[src/main_bus_pkg.sv]
/*
 * Main CPU bus definitions.
 * Region indices of the address mapper, its reset map and the data word
 * returned when nothing answers. Imported by the bus controller, the mapper
 * and the chip select block.
 */
package main_bus_pkg;

    // Mapper regions, one chip select group each
    localparam logic [2:0] REG_MEM = 3'd0;
    localparam logic [2:0] REG_SCR = 3'd1;
    localparam logic [2:0] REG_PAL = 3'd2;
    localparam logic [2:0] REG_OBJ = 3'd3;
    localparam logic [2:0] REG_IO  = 3'd4;
    localparam logic [2:0] REG_SUB = 3'd5;

    localparam int NUM_REGIONS = 6;

    localparam logic [15:0] BUS_IDLE_DATA = 16'hFFFF; // Open bus and bus error reads
    localparam logic [ 7:0] MAPPER_PAGE   = 8'hFF;    // A[23:16] of the mapper registers

    // Power-up map, indexed by region
    localparam logic [7:0] mapper_reset_base [NUM_REGIONS] = '{
        8'h00, 8'h10, 8'h14, 8'h15, 8'h16, 8'h20
    };
    localparam logic [7:0] mapper_reset_mask [NUM_REGIONS] = '{
        8'hF8, 8'hFE, 8'hFF, 8'hFF, 8'hFF, 8'hF0
    };

endpackage

[src/cab_io_pkg.sv]
/*
 * Cabinet I/O definitions.
 * Address groups of the I/O page, analog channel numbers and the control
 * word layout of the parallel port. Imported by cab_io and ppi_8255.
 */
package cab_io_pkg;

    localparam logic [2:0] IO_GRP_PPI    = 3'd0; // A[6:4]
    localparam logic [2:0] IO_GRP_INPUTS = 3'd1;
    localparam logic [2:0] IO_GRP_ADC    = 3'd3;

    localparam logic [2:0] ADC_STEER = 3'd0;
    localparam logic [2:0] ADC_GAS   = 3'd1;
    localparam logic [2:0] ADC_BRAKE = 3'd2;

    // Mode set, bit 7 high. Direction bits high mean input
    typedef struct packed {
        logic       mode_set;
        logic [1:0] mode_a;
        logic       dir_a;
        logic       dir_ch;  // Port C upper nibble
        logic       mode_b;
        logic       dir_b;
        logic       dir_cl;  // Port C lower nibble
    } ppi_mode_t;

    // Port C bit set/reset, bit 7 low
    typedef struct packed {
        logic       mode_set;
        logic [2:0] unused;
        logic [2:0] bit_sel;
        logic       bit_val;
    } ppi_bsr_t;

    typedef union packed {
        ppi_mode_t  mode;
        ppi_bsr_t   bsr;
        logic [7:0] raw;
    } ppi_ctrl_u;

endpackage

[src/main_bus_if.sv]
`timescale 1ns/10ps
/*
 * Internal main bus.
 * Driven by the bus controller for the length of one access. The mapper,
 * chip select and cabinet I/O blocks listen through the slave modport.
 */
interface main_bus_if;

    logic [23:1] addr;
    logic [15:0] wdata;
    logic        rnw;
    logic [ 1:0] dsn;     // {UDS, LDS}, active low
    logic        strobe;  // Address strobe, high during the access

    modport master (
        output addr, wdata, rnw, dsn, strobe
    );

    modport slave (
        input addr, wdata, rnw, dsn, strobe
    );

endinterface

[src/region_mapper.sv]
`timescale 1ns/10ps
/*
 * Programmable region mapper.
 * Each region has a base and a mask byte compared against A[23:16]; the
 * lowest matching region wins. Page FF holds the base/mask registers
 * themselves, so the CPU can move regions around at run time.
 */
module region_mapper (
    input  logic                                  clk,
    input  logic                                  rst,
    main_bus_if.slave                             bus,
    output logic [main_bus_pkg::NUM_REGIONS-1:0]  active,
    output logic                                  none_cs,
    output logic [15:0]                           mapper_dout
);
    import main_bus_pkg::*;

    logic [7:0]             base_r [NUM_REGIONS];
    logic [7:0]             mask_r [NUM_REGIONS];
    logic [NUM_REGIONS-1:0] match;
    logic [7:0]             page;
    logic [7:0]             rd_byte;
    logic [2:0]             reg_idx;
    logic                   map_hit;
    logic                   strobe_d;
    logic                   reg_wr;

    assign page    = bus.addr[23:16];
    assign map_hit = page == MAPPER_PAGE;
    assign reg_idx = bus.addr[4:2];   // A[1] picks base or mask
    // Second strobed edge only
    assign reg_wr  = bus.strobe && strobe_d && !bus.rnw && !bus.dsn[0] && map_hit;

    always_comb begin
        for (int r = 0; r < NUM_REGIONS; r++) begin
            match[r] = ((page ^ base_r[r]) & mask_r[r]) == 8'd0;
        end
    end

    // Keep only the lowest set bit
    assign active  = map_hit ? '0 : match & (~match + 1'b1);
    assign none_cs = map_hit || match == '0;

    always_comb begin
        rd_byte = 8'hFF;
        if (reg_idx < NUM_REGIONS) begin
            rd_byte = bus.addr[1] ? mask_r[reg_idx] : base_r[reg_idx];
        end
        mapper_dout = map_hit ? {8'hFF, rd_byte} : BUS_IDLE_DATA;
    end

    always_ff @(posedge clk or posedge rst) begin
        if (rst) begin
            strobe_d <= 1'b0;
            for (int r = 0; r < NUM_REGIONS; r++) begin
                base_r[r] <= mapper_reset_base[r];
                mask_r[r] <= mapper_reset_mask[r];
            end
        end else begin
            strobe_d <= bus.strobe;
            if (reg_wr && reg_idx < NUM_REGIONS) begin
                if (bus.addr[1]) begin
                    mask_r[reg_idx] <= bus.wdata[7:0];
                end else begin
                    base_r[reg_idx] <= bus.wdata[7:0];
                end
            end
        end
    end

endmodule

[src/chip_select.sv]
`timescale 1ns/10ps
/*
 * Registered chip selects.
 * Turns the active mapper region and a few address bits into one select
 * per device. Selects are sampled while the strobe is high and drop one
 * edge after it falls.
 */
module chip_select (
    input  logic                                 clk,
    input  logic                                 rst,
    main_bus_if.slave                            bus,
    input  logic [main_bus_pkg::NUM_REGIONS-1:0] active,
    output logic                                 rom_cs,
    output logic                                 ram_cs,
    output logic                                 vram_cs,
    output logic                                 char_cs,
    output logic                                 pal_cs,
    output logic                                 objram_cs,
    output logic                                 sub_cs,
    output logic                                 io_cs
);
    import main_bus_pkg::*;

    logic ds; // Any data strobe

    assign ds = bus.dsn != 2'b11;

    always_ff @(posedge clk or posedge rst) begin
        if (rst) begin
            {rom_cs, ram_cs, vram_cs, char_cs} <= '0;
            {pal_cs, objram_cs, sub_cs, io_cs} <= '0;
        end else if (bus.strobe) begin
            rom_cs    <= active[REG_MEM] && bus.addr[18:17] != 2'b11;
            ram_cs    <= active[REG_MEM] && bus.addr[18:17] == 2'b11 && ds; // 060000 up
            char_cs   <= active[REG_SCR] && bus.addr[16];
            vram_cs   <= active[REG_SCR] && !bus.addr[16] && ds;
            pal_cs    <= active[REG_PAL];
            objram_cs <= active[REG_OBJ];
            io_cs     <= active[REG_IO];
            sub_cs    <= active[REG_SUB];
        end else begin
            {rom_cs, ram_cs, vram_cs, char_cs} <= '0;
            {pal_cs, objram_cs, sub_cs, io_cs} <= '0;
        end
    end

    // Relies on the mapper never flagging two regions
    sel_onehot_a: assert property (@(posedge clk) disable iff (rst)
        $onehot0({rom_cs, ram_cs, vram_cs, char_cs, pal_cs, objram_cs, sub_cs, io_cs}));

endmodule

[src/ppi_8255.sv]
`timescale 1ns/10ps
/*
 * 8255-style parallel port, mode 0 only.
 * Three output latches and a control register. Offset 3 takes either a
 * mode-set word, which clears the latches, or a port C bit set/reset.
 * Ports set as inputs float high on the outputs.
 */
module ppi_8255 (
    input  logic       clk,
    input  logic       rst,
    input  logic [1:0] addr,
    input  logic [7:0] din,
    input  logic       wr,
    input  logic       rd_sel,    // Port chip select
    output logic [7:0] dout,
    output logic [7:0] porta_out,
    output logic [7:0] portb_out,
    output logic [7:0] portc_out
);
    import cab_io_pkg::*;

    logic [7:0] porta_r;
    logic [7:0] portb_r;
    logic [7:0] portc_r;
    ppi_ctrl_u  ctrl_r;
    ppi_ctrl_u  ctrl_w;

    assign ctrl_w = ppi_ctrl_u'(din);

    always_ff @(posedge clk or posedge rst) begin
        if (rst) begin
            porta_r    <= 8'd0;
            portb_r    <= 8'd0;
            portc_r    <= 8'd0;
            ctrl_r.raw <= 8'h80;  // Mode 0, all ports out
        end else if (wr) begin
            case (addr)
                2'd0: porta_r <= din;
                2'd1: portb_r <= din;
                2'd2: portc_r <= din;
                2'd3: begin
                    if (ctrl_w.mode.mode_set) begin
                        ctrl_r  <= ctrl_w;
                        porta_r <= 8'd0;
                        portb_r <= 8'd0;
                        portc_r <= 8'd0;
                    end else begin
                        portc_r[ctrl_w.bsr.bit_sel] <= ctrl_w.bsr.bit_val;
                    end
                end
                default: ;
            endcase
        end
    end

    always_comb begin
        case (addr)
            2'd0:    dout = porta_r;
            2'd1:    dout = portb_r;
            2'd2:    dout = portc_r;
            default: dout = 8'hFF;
        endcase
        if (!rd_sel) dout = 8'hFF;
    end

    assign porta_out = ctrl_r.mode.dir_a ? 8'hFF : porta_r;
    assign portb_out = ctrl_r.mode.dir_b ? 8'hFF : portb_r;
    assign portc_out = {ctrl_r.mode.dir_ch ? 4'hF : portc_r[7:4],
                        ctrl_r.mode.dir_cl ? 4'hF : portc_r[3:0]};

    wr_cs_a: assert property (@(posedge clk) disable iff (rst) wr |-> rd_sel);

endmodule

[src/cab_io.sv]
`timescale 1ns/10ps
/*
 * Cabinet I/O page.
 * Address bits 6:4 pick the parallel port, the digital inputs or the
 * analog channel chosen through port A. Port A also carries the video
 * enable and object configuration bits.
 */
module cab_io (
    input  logic        clk,
    input  logic        rst,
    main_bus_if.slave   bus,
    input  logic        io_cs,
    input  logic [ 7:0] joystick1,
    input  logic [ 1:0] start_button,
    input  logic [ 1:0] coin_input,
    input  logic        service,
    input  logic        dip_test,
    input  logic [ 7:0] dipsw_a,
    input  logic [ 7:0] dipsw_b,
    input  logic [15:0] joyana1,
    input  logic [15:0] joyana2,
    output logic [ 7:0] io_dout,
    output logic        video_en,
    output logic [ 1:0] obj_cfg
);
    import cab_io_pkg::*;

    logic [2:0] grp;
    logic [2:0] adc_ch;
    logic [7:0] ppi_dout;
    logic [7:0] porta;
    logic       ppi_sel;

    assign grp      = bus.addr[6:4];
    assign ppi_sel  = io_cs && grp == IO_GRP_PPI;
    assign obj_cfg  = porta[7:6];
    assign video_en = porta[5];
    assign adc_ch   = porta[4:2];

    always_comb begin
        io_dout = 8'hFF;
        if (io_cs) begin
            case (grp)
                IO_GRP_PPI: io_dout = ppi_dout;
                IO_GRP_INPUTS: begin
                    case (bus.addr[2:1])
                        2'd0: io_dout = {coin_input, 1'b0, joystick1[4], start_button[0],
                                         service, dip_test, 1'b1};
                        2'd2: io_dout = dipsw_a;
                        2'd3: io_dout = dipsw_b;
                        default: io_dout = 8'hFF;
                    endcase
                end
                IO_GRP_ADC: begin
                    case (adc_ch)
                        ADC_STEER: io_dout = joyana1[7:0];
                        ADC_GAS:   io_dout = joyana1[15:8] + 8'h80; // Pedals centred at 0
                        ADC_BRAKE: io_dout = joyana2[15:8] + 8'h80;
                        default:   io_dout = 8'hFF;
                    endcase
                end
                default: io_dout = 8'hFF;
            endcase
        end
    end

    ppi_8255 u_ppi (
        .clk       (clk),
        .rst       (rst),
        .addr      (bus.addr[2:1]),
        .din       (bus.wdata[7:0]),
        .wr        (ppi_sel && bus.strobe && !bus.rnw && !bus.dsn[0]),
        .rd_sel    (ppi_sel),
        .dout      (ppi_dout),
        .porta_out (porta),
        .portb_out (),
        .portc_out ()
    );

endmodule

[src/bus_ctrl.sv]
`timescale 1ns/10ps
/*
 * Main bus controller.
 * Accepts one valid/ready request from idle, drives the internal bus and
 * waits for the device. Video, I/O and mapper reads finish at the second
 * edge after acceptance; ROM, RAM and sub wait for their ok, and end in a
 * bus error after WAIT_LIMIT cycles without it.
 */
module bus_ctrl #(
    parameter int WAIT_LIMIT = 16
) (
    input  logic        clk,
    input  logic        rst,
    input  logic        cpu_valid,
    input  logic [23:1] cpu_addr,
    input  logic        cpu_rnw,
    input  logic [ 1:0] cpu_dsn,
    input  logic [15:0] cpu_wdata,
    output logic        cpu_ready,
    output logic [15:0] cpu_rdata,
    output logic        cpu_berr,
    input  logic        rom_cs,
    input  logic        ram_cs,
    input  logic        vram_cs,
    input  logic        sub_cs,
    input  logic        char_cs,
    input  logic        pal_cs,
    input  logic        objram_cs,
    input  logic        io_cs,
    input  logic        none_cs,
    input  logic [15:0] rom_data,
    input  logic        rom_ok,
    input  logic [15:0] ram_data,   // RAM or VRAM
    input  logic        ram_ok,
    input  logic [15:0] sub_din,
    input  logic        sub_ok,
    input  logic [15:0] char_dout,
    input  logic [15:0] pal_dout,
    input  logic [15:0] obj_dout,
    input  logic [15:0] mapper_dout,
    input  logic [ 7:0] io_dout,
    main_bus_if.master  bus
);
    import main_bus_pkg::*;

    localparam int CW = $clog2(WAIT_LIMIT + 1);

    typedef enum logic [1:0] { ST_IDLE, ST_STRB, ST_WAIT } state_t;

    state_t        state;
    logic [CW-1:0] wait_cnt;
    logic          accept, fixed_acc, ext_done, timeout;
    logic [15:0]   rd_mux;

    assign accept    = state == ST_IDLE && cpu_valid && !cpu_ready;
    assign fixed_acc = char_cs | pal_cs | objram_cs | io_cs | none_cs;
    assign ext_done  = (rom_cs & rom_ok) | ((ram_cs | vram_cs) & ram_ok) | (sub_cs & sub_ok);
    assign timeout   = wait_cnt == CW'(WAIT_LIMIT - 1);

    assign rd_mux = (ram_cs | vram_cs) ? ram_data  :
                    rom_cs             ? rom_data  :
                    char_cs            ? char_dout :
                    pal_cs             ? pal_dout  :
                    objram_cs          ? obj_dout  :
                    sub_cs             ? sub_din   :
                    io_cs              ? {8'hFF, io_dout} :
                    none_cs            ? mapper_dout : BUS_IDLE_DATA;

    always_ff @(posedge clk or posedge rst) begin
        if (rst) begin
            state      <= ST_IDLE;
            bus.strobe <= 1'b0;
            cpu_ready  <= 1'b0;
            cpu_berr   <= 1'b0;
            wait_cnt   <= '0;
        end else begin
            cpu_ready <= 1'b0;
            case (state)
                ST_IDLE: if (accept) begin
                    state      <= ST_STRB;
                    bus.strobe <= 1'b1;
                    wait_cnt   <= '0;
                end
                ST_STRB: state <= ST_WAIT;  // Selects register here
                ST_WAIT: begin
                    if (fixed_acc || ext_done || timeout) begin
                        state      <= ST_IDLE;
                        bus.strobe <= 1'b0;
                        cpu_ready  <= 1'b1;
                        cpu_berr   <= !(fixed_acc || ext_done);
                    end else begin
                        wait_cnt <= wait_cnt + 1'b1;
                    end
                end
                default: state <= ST_IDLE;
            endcase
        end
    end

    always_ff @(posedge clk) begin
        if (accept) begin
            bus.addr  <= cpu_addr;
            bus.wdata <= cpu_wdata;
            bus.rnw   <= cpu_rnw;
            bus.dsn   <= cpu_dsn;
        end
        if (state == ST_WAIT) begin
            cpu_rdata <= (fixed_acc || ext_done) ? rd_mux : BUS_IDLE_DATA;
        end
    end

    req_stable_a: assert property (@(posedge clk) disable iff (rst)
        cpu_valid && !cpu_ready |=>
            cpu_valid && $stable({cpu_addr, cpu_rnw, cpu_dsn, cpu_wdata}));

    ready_pulse_a: assert property (@(posedge clk) disable iff (rst)
        cpu_ready |=> !cpu_ready);

endmodule

[src/main_top.sv]
`timescale 1ns/10ps
/*
 * Main CPU bus glue, top level.
 * The CPU side is a valid/ready request port; the device side is the
 * board's chip select and ok signals. Blocks share the internal bus.
 * WAIT_LIMIT bounds how long ROM, RAM and sub may stall.
 */
module main_top #(
    parameter int WAIT_LIMIT = 16
) (
    input  logic        clk,
    input  logic        rst,
    input  logic        cpu_valid,
    input  logic [23:1] cpu_addr,
    input  logic        cpu_rnw,
    input  logic [ 1:0] cpu_dsn,
    input  logic [15:0] cpu_wdata,
    output logic        cpu_ready,
    output logic [15:0] cpu_rdata,
    output logic        cpu_berr,
    output logic        rom_cs,
    output logic        ram_cs,
    output logic        vram_cs,
    output logic        char_cs,
    output logic        pal_cs,
    output logic        objram_cs,
    output logic        sub_cs,
    output logic [19:1] addr,
    output logic [15:0] bus_wdata,
    output logic        bus_rnw,
    output logic [ 1:0] bus_dsn,
    input  logic [15:0] rom_data,
    input  logic        rom_ok,
    input  logic [15:0] ram_data,
    input  logic        ram_ok,
    input  logic [15:0] sub_din,
    input  logic        sub_ok,
    input  logic [15:0] char_dout,
    input  logic [15:0] pal_dout,
    input  logic [15:0] obj_dout,
    input  logic [ 7:0] joystick1,
    input  logic [ 1:0] start_button,
    input  logic [ 1:0] coin_input,
    input  logic        service,
    input  logic        dip_test,
    input  logic [ 7:0] dipsw_a,
    input  logic [ 7:0] dipsw_b,
    input  logic [15:0] joyana1,
    input  logic [15:0] joyana2,
    output logic        video_en,
    output logic [ 1:0] obj_cfg
);
    import main_bus_pkg::*;

    main_bus_if bus ();

    logic [NUM_REGIONS-1:0] active;
    logic                   none_cs;
    logic                   io_cs;
    logic [15:0]            mapper_dout;
    logic [ 7:0]            io_dout;

    assign addr      = bus.addr[19:1];
    assign bus_wdata = bus.wdata;
    assign bus_rnw   = bus.rnw;
    assign bus_dsn   = bus.dsn;

    bus_ctrl #(.WAIT_LIMIT(WAIT_LIMIT)) u_ctrl (
        .clk, .rst, .cpu_valid, .cpu_addr, .cpu_rnw, .cpu_dsn, .cpu_wdata,
        .cpu_ready, .cpu_rdata, .cpu_berr,
        .rom_cs, .ram_cs, .vram_cs, .sub_cs, .char_cs, .pal_cs, .objram_cs,
        .io_cs, .none_cs,
        .rom_data, .rom_ok, .ram_data, .ram_ok, .sub_din, .sub_ok,
        .char_dout, .pal_dout, .obj_dout, .mapper_dout, .io_dout,
        .bus (bus.master)
    );

    region_mapper u_mapper (
        .clk, .rst, .bus (bus.slave), .active, .none_cs, .mapper_dout
    );

    chip_select u_cs (
        .clk, .rst, .bus (bus.slave), .active,
        .rom_cs, .ram_cs, .vram_cs, .char_cs, .pal_cs, .objram_cs, .sub_cs, .io_cs
    );

    cab_io u_cab (
        .clk, .rst, .bus (bus.slave), .io_cs,
        .joystick1, .start_button, .coin_input, .service, .dip_test,
        .dipsw_a, .dipsw_b, .joyana1, .joyana2,
        .io_dout, .video_en, .obj_cfg
    );

endmodule

[config.mk]
export PLATFORM = sky130hd
export DESIGN_NAME = main_top
export DESIGN_NICKNAME = d
export VERILOG_FILES = /design/src/main_bus_pkg.sv /design/src/cab_io_pkg.sv /design/src/main_bus_if.sv /design/src/region_mapper.sv /design/src/chip_select.sv /design/src/ppi_8255.sv /design/src/cab_io.sv /design/src/bus_ctrl.sv /design/src/main_top.sv
export SDC_FILE = /design/constraint.sdc
export NUM_CORES = 1
export LEC_CHECK = 0
export ABC_AREA = 1
export ABC_CLOCK_PERIOD_IN_PS = 6000
export BUFFER_PORTS_ARGS = -buffer_cell sky130_fd_sc_hd__buf_2
export CAP_MARGIN = 0
export CORE_MARGIN = 1.5
export CORE_UTILIZATION = 46
export CTS_CLUSTER_DIAMETER = 30
export DETAILED_ROUTE_END_ITERATION = 8
export PLACE_DENSITY = 0.7
export SLEW_MARGIN = 20
export SYNTH_ARGS = -nofsm -noshare
export SYNTH_HDL_FRONTEND = slang
export SYNTH_SLANG_ARGS = --single-unit
[constraint.sdc]
create_clock -name clk -period 6 [get_ports clk]
set_input_delay 0 -clock clk [delete_from_list [all_inputs] [get_ports clk]]
set_output_delay 0 -clock clk [all_outputs]
set_load 0.05 [all_outputs]
==> results of run 1 <==
-- per-stage QoR --
| step | instance area [µm²] | hold slack [ps] | power, W | worst slack, ps | util [%] |
|---|---|---|---|---|---|
| after global placement | 12800 | 113 | 0.00286 | 2740 | 52.1 |
| after floorplan | 11600 | 98.9 | 0.00256 | 803 | - |
| after CTS | 14100 | 5.22 | 0.00411 | 2160 | 57.5 |
| after global routing | 14100 | 54.2 | 0.00429 | 1790 | 57.5 |
| after detailed placement | 12800 | 124 | 0.00288 | 2720 | 52.1 |
| final | 14100 | 16.5 | 0.00413 | 2030 | 57.5 |
-- power groups by stage --
stage	Sequential, W	Clock [W]	Combinational, W
floorplan	0.00183	0	0.000727
global placement	0.00167	0	0.00119
detailed placement	0.00168	0	0.00120
CTS	0.00165	0.00118	0.00128
global route	0.00167	0.00123	0.00139
finish	0.00166	0.00117	0.00130
-- final timing paths --
kind                                     from                endpoint  slack, ps  depth (start not counted)
max                        u_ctrl.bus.addr[2]     u_ctrl.cpu_rdata[7]       2030                         18
min                              rom_data[11]    u_ctrl.cpu_rdata[11]         20                          5
max reg2reg                u_ctrl.bus.addr[2]     u_ctrl.cpu_rdata[7]       2030                         18
min reg2reg                 u_ctrl.bus.strobe       u_mapper.strobe_d        440                          0
max in group asynchronous                 rst  u_cab.u_ppi.portc_r[2]       4680                          4
min in group asynchronous                 rst     u_mapper.base_r[37]        170                          3
-- flip-flops by register name, indices dropped and copies added (netlist names), 2 cells and up --
| signal | flops |
|---|---|
| u_ctrl.cpu_rdata | 16 |
| u_ctrl.wait_cnt | 5 |
| u_ctrl.bus.dsn | 2 |
| u_ctrl.state | 2 |
| u_ctrl.bus.wdata | 16 |
| u_cab.u_ppi.porta_r | 8 |
| u_ctrl.bus.addr | 23 |
| u_mapper.base_r | 48 |
| u_cab.u_ppi.portc_r | 8 |
| u_cab.u_ppi.portb_r | 8 |
| u_mapper.mask_r | 48 |
-- critical path: cells and delay by family (launching register included) --
family                 cells  cell delay, ps
flip-flops                 1             330
AND/OR/NAND/NOR           14            1300
buffers and inverters      4            2040
-- layout make-up --
| cell class | count | area (µm²) |
|---|---|---|
| multi-input cells | 1114 | 5360 |
| repair buffers | 338 | 2090 |
| fillers | 2215 | 10400 |
| flip-flops and latches | 198 | 5310 |
| clock buffers | 18 | 450 |
| inverters | 92 | 357 |
| well taps | 324 | 405 |
| clock inverters | 14 | 145 |
-- cells by family (layout without fill, tap and decap cells) --
logic type / count (synthesis) / in the layout / synth area share [%]
AOI/OAI and AO/OA: 231 / 231 / 11.1
xor gates and xnor gates: 5 / 5 / 0.378
adders and majority gates: 2 / 2 / 0.216
buffers and inverters: 190 / 462 / 8.13
DFF: 198 / 198 / 45.8
and+or+nand+nor: 876 / 876 / 34.4
-- metal layers --
metal	vias up	global-route usage, %
met5	-	0
met4	0	11.5
met3	77	5.44
met2	680	48.1
met1	5343	37.7
li1	5531	-
-- cell usage in the layout (no fill, tap or decap), drive strengths merged, types with 6 or more instances in the layout --
cell type    synthesis  final
edfxtp              58     58
inv                 88     98
clkbuf              30     18
or2                 34     34
nor3                20     20
a21oi               35     35
dlygate4sd3          0     73
clkinv               4      8
o211ai               8      8
nor4                 6      6
nand2              451    451
dfstp               50     50
buf                 68    265
dfrtp               90     90
nand4               57     57
a221oi               8      8
nand3              152    152
o21ai              170    170
nor2               152    152
==> results.sh, run 1 <==
export IMPL_outcome="finished clean"
export IMPL_syn_area_per_cell_um2=7.72
export IMPL_met2WireLength_um=17900
export IMPL_ys_top_cells_by_area="dfrtp_1 19%, edfxtp_1 15%, nand2_1 14%"
export IMPL_startpoint_type="flop"
export IMPL_wirelength_um=38100
export IMPL_cp_common_cell="nand2_1"
export IMPL_setup_viol=0
export IMPL_num_vias=11600
export IMPL_clk_pin_slew_ps=80
export IMPL_seqPwrFrac_pct=40.1
export IMPL_timing_final_max_slew_violations=0
export IMPL_routedWlPerCell_um=18.2
export IMPL_dr_pass1_iters=5
export IMPL_combPwrFrac_pct=31.4
export IMPL_synth_distinct_cells=49
export IMPL_timing_setup_tns_ps=0
export IMPL_final_cells=2098
export IMPL_finalCritPeriodShare_pct=66.2
export IMPL_drc=0
export IMPL_wl_met3_um=3580
export IMPL_powerDensity_mw_per_mm2=293
export IMPL_ys_seq_elements=198
export IMPL_die_y_um=162
export IMPL_cp_arrival_ps=4170
export IMPL_cp_slowest_stage_delay_ps=590
export IMPL_finalHoldViolations=0
export IMPL_clkPwrFrac_pct=28.5
export IMPL_grt_pass1_wl_um=58800
export IMPL_intPower_w=0.00247
export IMPL_post_cts_buffers=0
export IMPL_num_antenna_cells=0
export IMPL_place_inst=1993
export IMPL_relSlewSlack_pct=41.2
export IMPL_dieWidth_um=162
export IMPL_netlist_instances=1502
export IMPL_vias_per_cell=5.54
export IMPL_grt_pass1_vias=11000
export IMPL_clkLatencyLatePin_ps=450
export IMPL_rsz0062_at_grt="false"
export IMPL_cts_root_buf="clkbuf_16"
export IMPL_switching_power_w=0.00166
export IMPL_grt_ovfl_total=0
export IMPL_min_path_type="input port to flop"
export IMPL_drtIter0Drc=1378
export IMPL_period_minus_slack_ps=3970
export IMPL_core_area_mm2=0.0245
export IMPL_crit_path_end_kind="flop"
export IMPL_cts_tree="built"
export IMPL_die_area_mm2=0.0262
export IMPL_numPortBuffers=255
export IMPL_nets=1969
export IMPL_synth_top_cells_by_count="443 x nand2_1, 145 x nor2_1, 140 x nand3_1"
export IMPL_ios=272
export IMPL_gp_congestion=0.920
export IMPL_critical_path_max_fanout=66
export IMPL_tightest_slew_ps=881
export IMPL_maxUsedRoutingLayer="met4"
export IMPL_leakage_nw=6.41
export IMPL_synth_most_common_cell="nand2_1"
export IMPL_crit_slowest_cell="buf_4"
export IMPL_netlist_area_leader_share_pct=19.4
export IMPL_synthesis_nets=1710
export IMPL_crit_chain="buf_4, clkinv_1, buf_4, nand4_1, nand2_1, nor2_1, nand2_1, nand2_1, nand2_1, nand2_1, nand2_1, nand2_1, nand2_1, nand2_1, nand2_1, nand2_1, nand2_1, dlygate4sd3_1"
export IMPL_cp_data_required_time_ps=6200
export IMPL_cts_sinks=198
export IMPL_grt_max_degree=79
export IMPL_ir_worst_vdd_uv=251
export IMPL_num_rows=57
export IMPL_drt_met1_wl_um=15400
export IMPL_drtAntennaViolNets=0
export IMPL_cts_hold_buf=73
export IMPL_cts_path_max_buffers=2
export IMPL_grt_total_usage_pct=29.1
export IMPL_yosysSeqAreaShare_pct=45.8
export IMPL_synth_top_cell_by_area="dfrtp_1"
export IMPL_async_reset_ff_share_pct=70.7
export IMPL_path_class="flop to flop"
export IMPL_ys_flop_type="dfrtp_1"
export IMPL_drive_above_1_share_pct=23.7
export IMPL_hpwl_um=25800
export IMPL_synth_edf_count=58
export IMPL_h_tree_depth=4
export IMPL_antenna_found_initial=0
export IMPL_clock_skew_ps=13.0
export IMPL_timing_fmax_ghz=0.252
export IMPL_cap_violations=0
export IMPL_cts_made_buffers=17
export IMPL_cts_repair_resized=0
export IMPL_synth_area_mm2=0.0116
export IMPL_area_growth_pct=21.6
export IMPL_switching_share_pct=40.3
export IMPL_yosys_warnings=0
export IMPL_initial_utilization_pct=47.3
No activity file was read; power rests on OpenSTA's default activity.
==> inputs of run 2 (changes only) <==
--- a/config.mk
+++ b/config.mk
@@ -6,14 +6,14 @@
 export NUM_CORES = 1
 export LEC_CHECK = 0
 export ABC_AREA = 1
-export ABC_CLOCK_PERIOD_IN_PS = 6000
+export ABC_CLOCK_PERIOD_IN_PS = 3640
 export BUFFER_PORTS_ARGS = -buffer_cell sky130_fd_sc_hd__buf_2
 export CAP_MARGIN = 0
 export CORE_MARGIN = 1.5
 export CORE_UTILIZATION = 46
 export CTS_CLUSTER_DIAMETER = 30
 export DETAILED_ROUTE_END_ITERATION = 8
-export PLACE_DENSITY = 0.7
+export PLACE_DENSITY = 0.73
 export SLEW_MARGIN = 20
 export SYNTH_ARGS = -nofsm -noshare
 export SYNTH_HDL_FRONTEND = slang
==> constraint.sdc (replaced) <==
create_clock -name clk -period 3.64 [get_ports clk]
set_input_delay 0 -clock clk [delete_from_list [all_inputs] [get_ports clk]]
set_output_delay 0 -clock clk [all_outputs]
set_load 0.05 [all_outputs]
==> results.sh, run 2 (synthesis results as in run 1) <==
export IMPL_cp_data_required_time_ps=3840
export IMPL_grt_total_usage_pct=28.8
export IMPL_ios=272
export IMPL_clk_pin_slew_ps=80
export IMPL_utilization_pct=57.8
export IMPL_startpoint_type="flop"
export IMPL_drtIter0Drc=1614
export IMPL_critical_path_max_fanout=19
export IMPL_min_path_type="input port to flop"
export IMPL_crit_start="u_ctrl.bus.addr[1]"
export IMPL_clock_skew_ps=17.0
export IMPL_clkLatencyLatePin_ps=450
export IMPL_grt_pass1_vias=11100
export IMPL_cts_sinks=198
export IMPL_pre_cts_slack_ps=923
export IMPL_cts_root_buf="clkbuf_16"
export IMPL_core_area_mm2=0.0245
export IMPL_timing_final_max_slew_violations=0
export IMPL_cp_arrival_ps=3550
export IMPL_stdcell_area_mm2=0.0142
export IMPL_hp_start="rom_data[14]"
export IMPL_layout_commonest_cell="nand2_1"
export IMPL_rr_worst_depth=15
export IMPL_routedWlPerCell_um=18.0
export IMPL_regArea_mm2=0.00531
export IMPL_reg2reg_slack_ps=290
export IMPL_cts_path_max_buffers=2
export IMPL_num_rows=57
export IMPL_grt_pass1_wl_um=58400
export IMPL_vias_per_cell=5.55
export IMPL_timing_setup_tns_ps=0
export IMPL_outcome="finished with violations"
export IMPL_hpwl_um=26000
export IMPL_path_class="flop to flop"
export IMPL_cts_repair_resized=0
export IMPL_finalCritPeriodShare_pct=92.0
export IMPL_cts_made_buffers=17
export IMPL_drtAntennaViolNets=0
export IMPL_num_vias=11700
export IMPL_period_minus_slack_ps=3350
export IMPL_drive_above_1_share_pct=24.0
export IMPL_nets=1974
export IMPL_die_y_um=162
export IMPL_h_tree_depth=4
export IMPL_crit_path_end_kind="flop"
export IMPL_cap_violations=0
export IMPL_area_growth_pct=22.3
export IMPL_violations="design-rule violations"
export IMPL_leakage_nw=6.44
export IMPL_num_antenna_cells=0
export IMPL_reg2reg_from="u_ctrl.bus.addr[1]"
export IMPL_powerDensity_mw_per_mm2=482
export IMPL_layout_common_cells="443 x nand2_1, 255 x buf_2, 145 x nor2_1"
export IMPL_cts_tree="built"
export IMPL_antenna_found_initial=0
export IMPL_setup_viol=0
export IMPL_finalHoldViolations=0
export IMPL_wirelength_um=37800
export IMPL_timing_fmax_ghz=0.299
export IMPL_ir_worst_vdd_uv=422
export IMPL_multi_input_area_mm2=0.00536
export IMPL_layout_setup_ws_ps=292
export IMPL_final_cells=2103
export IMPL_relSlewSlack_pct=38.5
export IMPL_numPortBuffers=255
export IMPL_rsz0062_at_grt="false"
export IMPL_dr_pass1_iters=8
export IMPL_dieWidth_um=162
export IMPL_drc=2
export IMPL_n_fill_cell=2235
export IMPL_grt_max_degree=141
export IMPL_die_area_mm2=0.0262
export IMPL_top_regs="u_mapper.base_r (48), u_mapper.mask_r (48), u_ctrl.bus.addr (23)"
export IMPL_initial_utilization_pct=47.3
export IMPL_tightest_slew_ps=922
export IMPL_grt_ovfl_total=0
export IMPL_dpl_cell_area_mm2=0.0129
export IMPL_worst_r2r_endpoint="u_ctrl.cpu_rdata[5]"
export IMPL_place_inst=1999
export IMPL_gp_congestion=0.946
export IMPL_critPathCapture="u_ctrl.cpu_rdata[5]"
[run 2: cell types whose count changed in the layout (fill, tap and decap cells not counted), sizes merged]
| cell | previous run | this run |
|---|---|---|
| inv | 98 | 95 |
| clkinv | 8 | 9 |
| clkinvlp | 0 | 2 |
| buf | 265 | 271 |
| dlygate4sd3 | 73 | 72 |
[run 2: layout make-up]
type                       count  area share (%)
multi-input combinational   1114            37.8
clock buffer                  18            3.10
inverter                      92            2.50
timing repair buffer         343            15.1
tap                          324            2.86
clock inverter                14            1.23
sequential                   198            37.4
[run 2: stage by stage]
step / hold slack [ps] / total power, W
2_1_floorplan: 98.9 / 0.00421
3_3_place_gp: 177 / 0.00474
3_5_place_dp: 178 / 0.00477
4_1_cts: 6.15 / 0.00681
5_1_grt: 58.8 / 0.00711
6_report: 11.3 / 0.00684
[run 2: metal layers]
metal  wire length [µm]  vias up  track usage, %
met5                  0        -               0
met4               1450        0            12.1
met3               3250      105            6.69
met2              17700      594            48.0
met1              15400     5428            35.9
li1                   -     5546               -
[run 2: how the worst min path moves through the flow]
stage	to	slack, ps	depth (start not counted)
after floorplan	u_ctrl.bus.addr[10]	100	0
after global placement	u_ctrl.bus.wdata[12]	180	1
after detailed placement	u_ctrl.bus.addr[19]	180	1
after CTS	u_ctrl.cpu_rdata[1]	6	6
after global routing	u_ctrl.cpu_rdata[14]	60	5
final	u_ctrl.cpu_rdata[14]	10	5
[run 2: critical path, stage by stage (launching register included)]
cell	delay, ps
edfxtp_1	640
inv_1	780
nand2_1	110
nor2_1	130
nand2_1	60
nand2_1	150
nand2_1	80
nand2_1	130
nand2_1	60
nand2_1	80
nand2_1	50
nand2_1	60
nand2_1	50
nand2_1	90
nand2_1	60
dlygate4sd3_1	570
[run 2: what timing repair did]
| item | 4_1_cts | 5_1_grt |
|---|---|---|
| endpoints found under the hold margin | 149 | 0 |
| setup buffers | 0 | 0 |
| hold buffers | 72 | 0 |
[run 2: where the power goes]
| part | internal (W) | switching (W) |
|---|---|---|
| Clock | 0.000955 | 0.000997 |
| Combinational | 0.000577 | 0.00159 |
| Sequential | 0.00255 | 0.000180 |
==> inputs of run 3 (changes only) <==
--- a/config.mk
+++ b/config.mk
@@ -11,9 +11,10 @@
 export CAP_MARGIN = 0
 export CORE_MARGIN = 1.5
 export CORE_UTILIZATION = 46
+export CTS_BUF_LIST = sky130_fd_sc_hd__clkbuf_8
 export CTS_CLUSTER_DIAMETER = 30
 export DETAILED_ROUTE_END_ITERATION = 8
-export PLACE_DENSITY = 0.73
+export PLACE_DENSITY_LB_ADDON = 0.08
 export SLEW_MARGIN = 20
 export SYNTH_ARGS = -nofsm -noshare
 export SYNTH_HDL_FRONTEND = slang
==> results.sh, run 3 (synthesis results as in run 1) <==
export IMPL_outcome="finished clean"
export IMPL_grt_pass1_vias=10900
export IMPL_period_minus_slack_ps=3260
export IMPL_n_fill_cell=2394
export IMPL_min_path_type="input port to flop"
export IMPL_core_area_mm2=0.0245
export IMPL_drive_above_1_share_pct=23.9
export IMPL_vias_per_cell=5.43
export IMPL_clkPwrFrac_pct=22.3
export IMPL_stdcell_area_mm2=0.0140
export IMPL_initial_utilization_pct=47.3
export IMPL_critical_path_max_fanout=44
export IMPL_dpl_cell_area_mm2=0.0128
export IMPL_clock_skew_ps=23.4
export IMPL_hpwl_um=25900
export IMPL_grt_total_usage_pct=28.3
export IMPL_drtIter0Drc=971
export IMPL_layout_common_cells="443 x nand2_1, 255 x buf_2, 145 x nor2_1"
export IMPL_switching_power_w=0.00264
export IMPL_relSlewSlack_pct=41.2
export IMPL_intPower_w=0.00363
export IMPL_num_rows=57
export IMPL_total_power_w=0.00627
export IMPL_cp_data_required_time_ps=3880
export IMPL_timing_final_max_slew_violations=0
export IMPL_rsz0062_at_grt="false"
export IMPL_num_vias=11400
export IMPL_grt_ovfl_total=0
export IMPL_dieWidth_um=162
export IMPL_antenna_found_initial=0
export IMPL_cts_made_buffers=17
export IMPL_num_antenna_cells=0
export IMPL_grt_max_degree=141
export IMPL_dr_pass1_iters=5
export IMPL_routedWlPerCell_um=17.5
export IMPL_path_class="flop to flop"
export IMPL_powerDensity_mw_per_mm2=449
export IMPL_startpoint_type="flop"
export IMPL_cts_sinks=198
export IMPL_tightest_slew_ps=879
export IMPL_drtAntennaViolNets=0
export IMPL_grt_pass1_wl_um=57600
export IMPL_timing_setup_tns_ps=0
export IMPL_timing_fmax_ghz=0.306
export IMPL_ios=272
export IMPL_die_y_um=162
export IMPL_top_regs="u_mapper.base_r (48), u_mapper.mask_r (48), u_ctrl.bus.addr (23)"
export IMPL_combPwrFrac_pct=34.3
export IMPL_finalHoldViolations=0
export IMPL_numPortBuffers=255
export IMPL_clk_pin_slew_ps=110
export IMPL_drc=0
export IMPL_ir_worst_vdd_uv=272
export IMPL_h_tree_depth=4
export IMPL_clkLatencyLatePin_ps=470
export IMPL_die_area_mm2=0.0262
export IMPL_wirelength_um=36900
export IMPL_gp_congestion=0.875
export IMPL_nets=1977
export IMPL_layout_commonest_cell="nand2_1"
export IMPL_post_cts_buffers=0
export IMPL_switching_share_pct=42.1
export IMPL_setup_viol=0
export IMPL_seqPwrFrac_pct=43.4
export IMPL_crit_path_end_kind="flop"
export IMPL_cts_tree="built"
export IMPL_finalCritPeriodShare_pct=89.7
export IMPL_leakage_nw=6.35
export IMPL_cp_arrival_ps=3500
export IMPL_cap_violations=0
export IMPL_area_growth_pct=20.4
export IMPL_cts_path_max_buffers=2
export IMPL_cts_root_buf="clkbuf_8"
==> run 3: cell count changes in the layout (fill, tap and decap cells not counted) <==
cell | previous run | this run
inv_6 | 4 | 5
clkinv_8 | 5 | 2
clkinv_4 | 1 | 2
clkinv_1 | 2 | 3
dlygate4sd3_1 | 72 | 75
inv_12 | 1 | 0
clkbuf_16 | 17 | 0
clkbuf_8 | 1 | 17
buf_12 | 2 | 1
clkinv_2 | 1 | 3
buf_6 | 0 | 1
==> run 3: repair_timing <==
item | in CTS | in global routing
hold endpoints to repair | 153 | 0
setup endpoints to repair | 0 | 1
resized for setup | 0 | 1
hold buffers | 75 | 0
==> run 3: power by group through the flow <==
stage                     Clock (W)  Combinational [W]  Sequential, W
after floorplan                   0            0.00120        0.00301
after global placement            0            0.00199        0.00275
after detailed placement          0            0.00200        0.00276
after CTS                   0.00142            0.00214        0.00272
after global routing        0.00150            0.00233        0.00275
final                       0.00140            0.00215        0.00272
==> run 3: worst paths after layout <==
path,from,end,slack [ps],cells past startpoint
worst max register to register,u_ctrl.bus.addr[2],u_ctrl.cpu_rdata[5],380,18
max in group asynchronous,rst,u_mapper.base_r[6],2780,4
min in group asynchronous,rst,u_mapper.base_r[27],300,4
worst max-delay path,u_ctrl.bus.addr[2],u_ctrl.cpu_rdata[5],380,18
worst min-delay path,rom_data[10],u_ctrl.cpu_rdata[10],3,3
worst min register to register,u_ctrl.bus.strobe,u_mapper.strobe_d,440,0
==> run 3: metal layers <==
layer | GRT usage, % | vias up | routed length (µm)
met5 | 0 | - | 0
met3 | 4.60 | 72 | 2440
met2 | 46.9 | 475 | 17400
li1 | - | 5534 | -
met1 | 36.7 | 5356 | 15700
met4 | 12.1 | 0 | 1290
==> run 3: stage by stage <==
stage          std cells  util, %  setup WS [ps]  hold slack, ps
5_1_grt             2106     56.9            118            9.59
6_report            2106     56.9            376            2.99
3_3_place_gp        1999     52.3            890             176
4_1_cts             2106     56.9            305            7.62
2_1_floorplan       1502        -            210            98.9
3_5_place_dp        1999     52.3            856             178
==> run 3: final cells by class <==
cell class	count	area [µm²]	area share, %
clock buffer	17	234	1.67
clock inverter	15	140	1.00
inverter	92	355	2.54
multi-input combinational	1114	5360	38.4
sequential	198	5310	38.0
tap	324	405	2.90
timing repair buffer	346	2160	15.5
==> run 3: worst max-delay path, cell delays in order, from the launching register on <==
cell           delay [ps]
edfxtp_1              380
buf_6                 330
clkinv_1              140
buf_4                 300
nand3_1               260
nor2_1                 70
nor2_1                100
nand2_1                60
nand2_1               140
nand2_1                90
nand2_1               110
nand2_1                60
nand2_1               130
nand2_1                60
nand2_1                60
nand2_1                40
nand2_1                80
nand2_1                50
dlygate4sd3_1         550
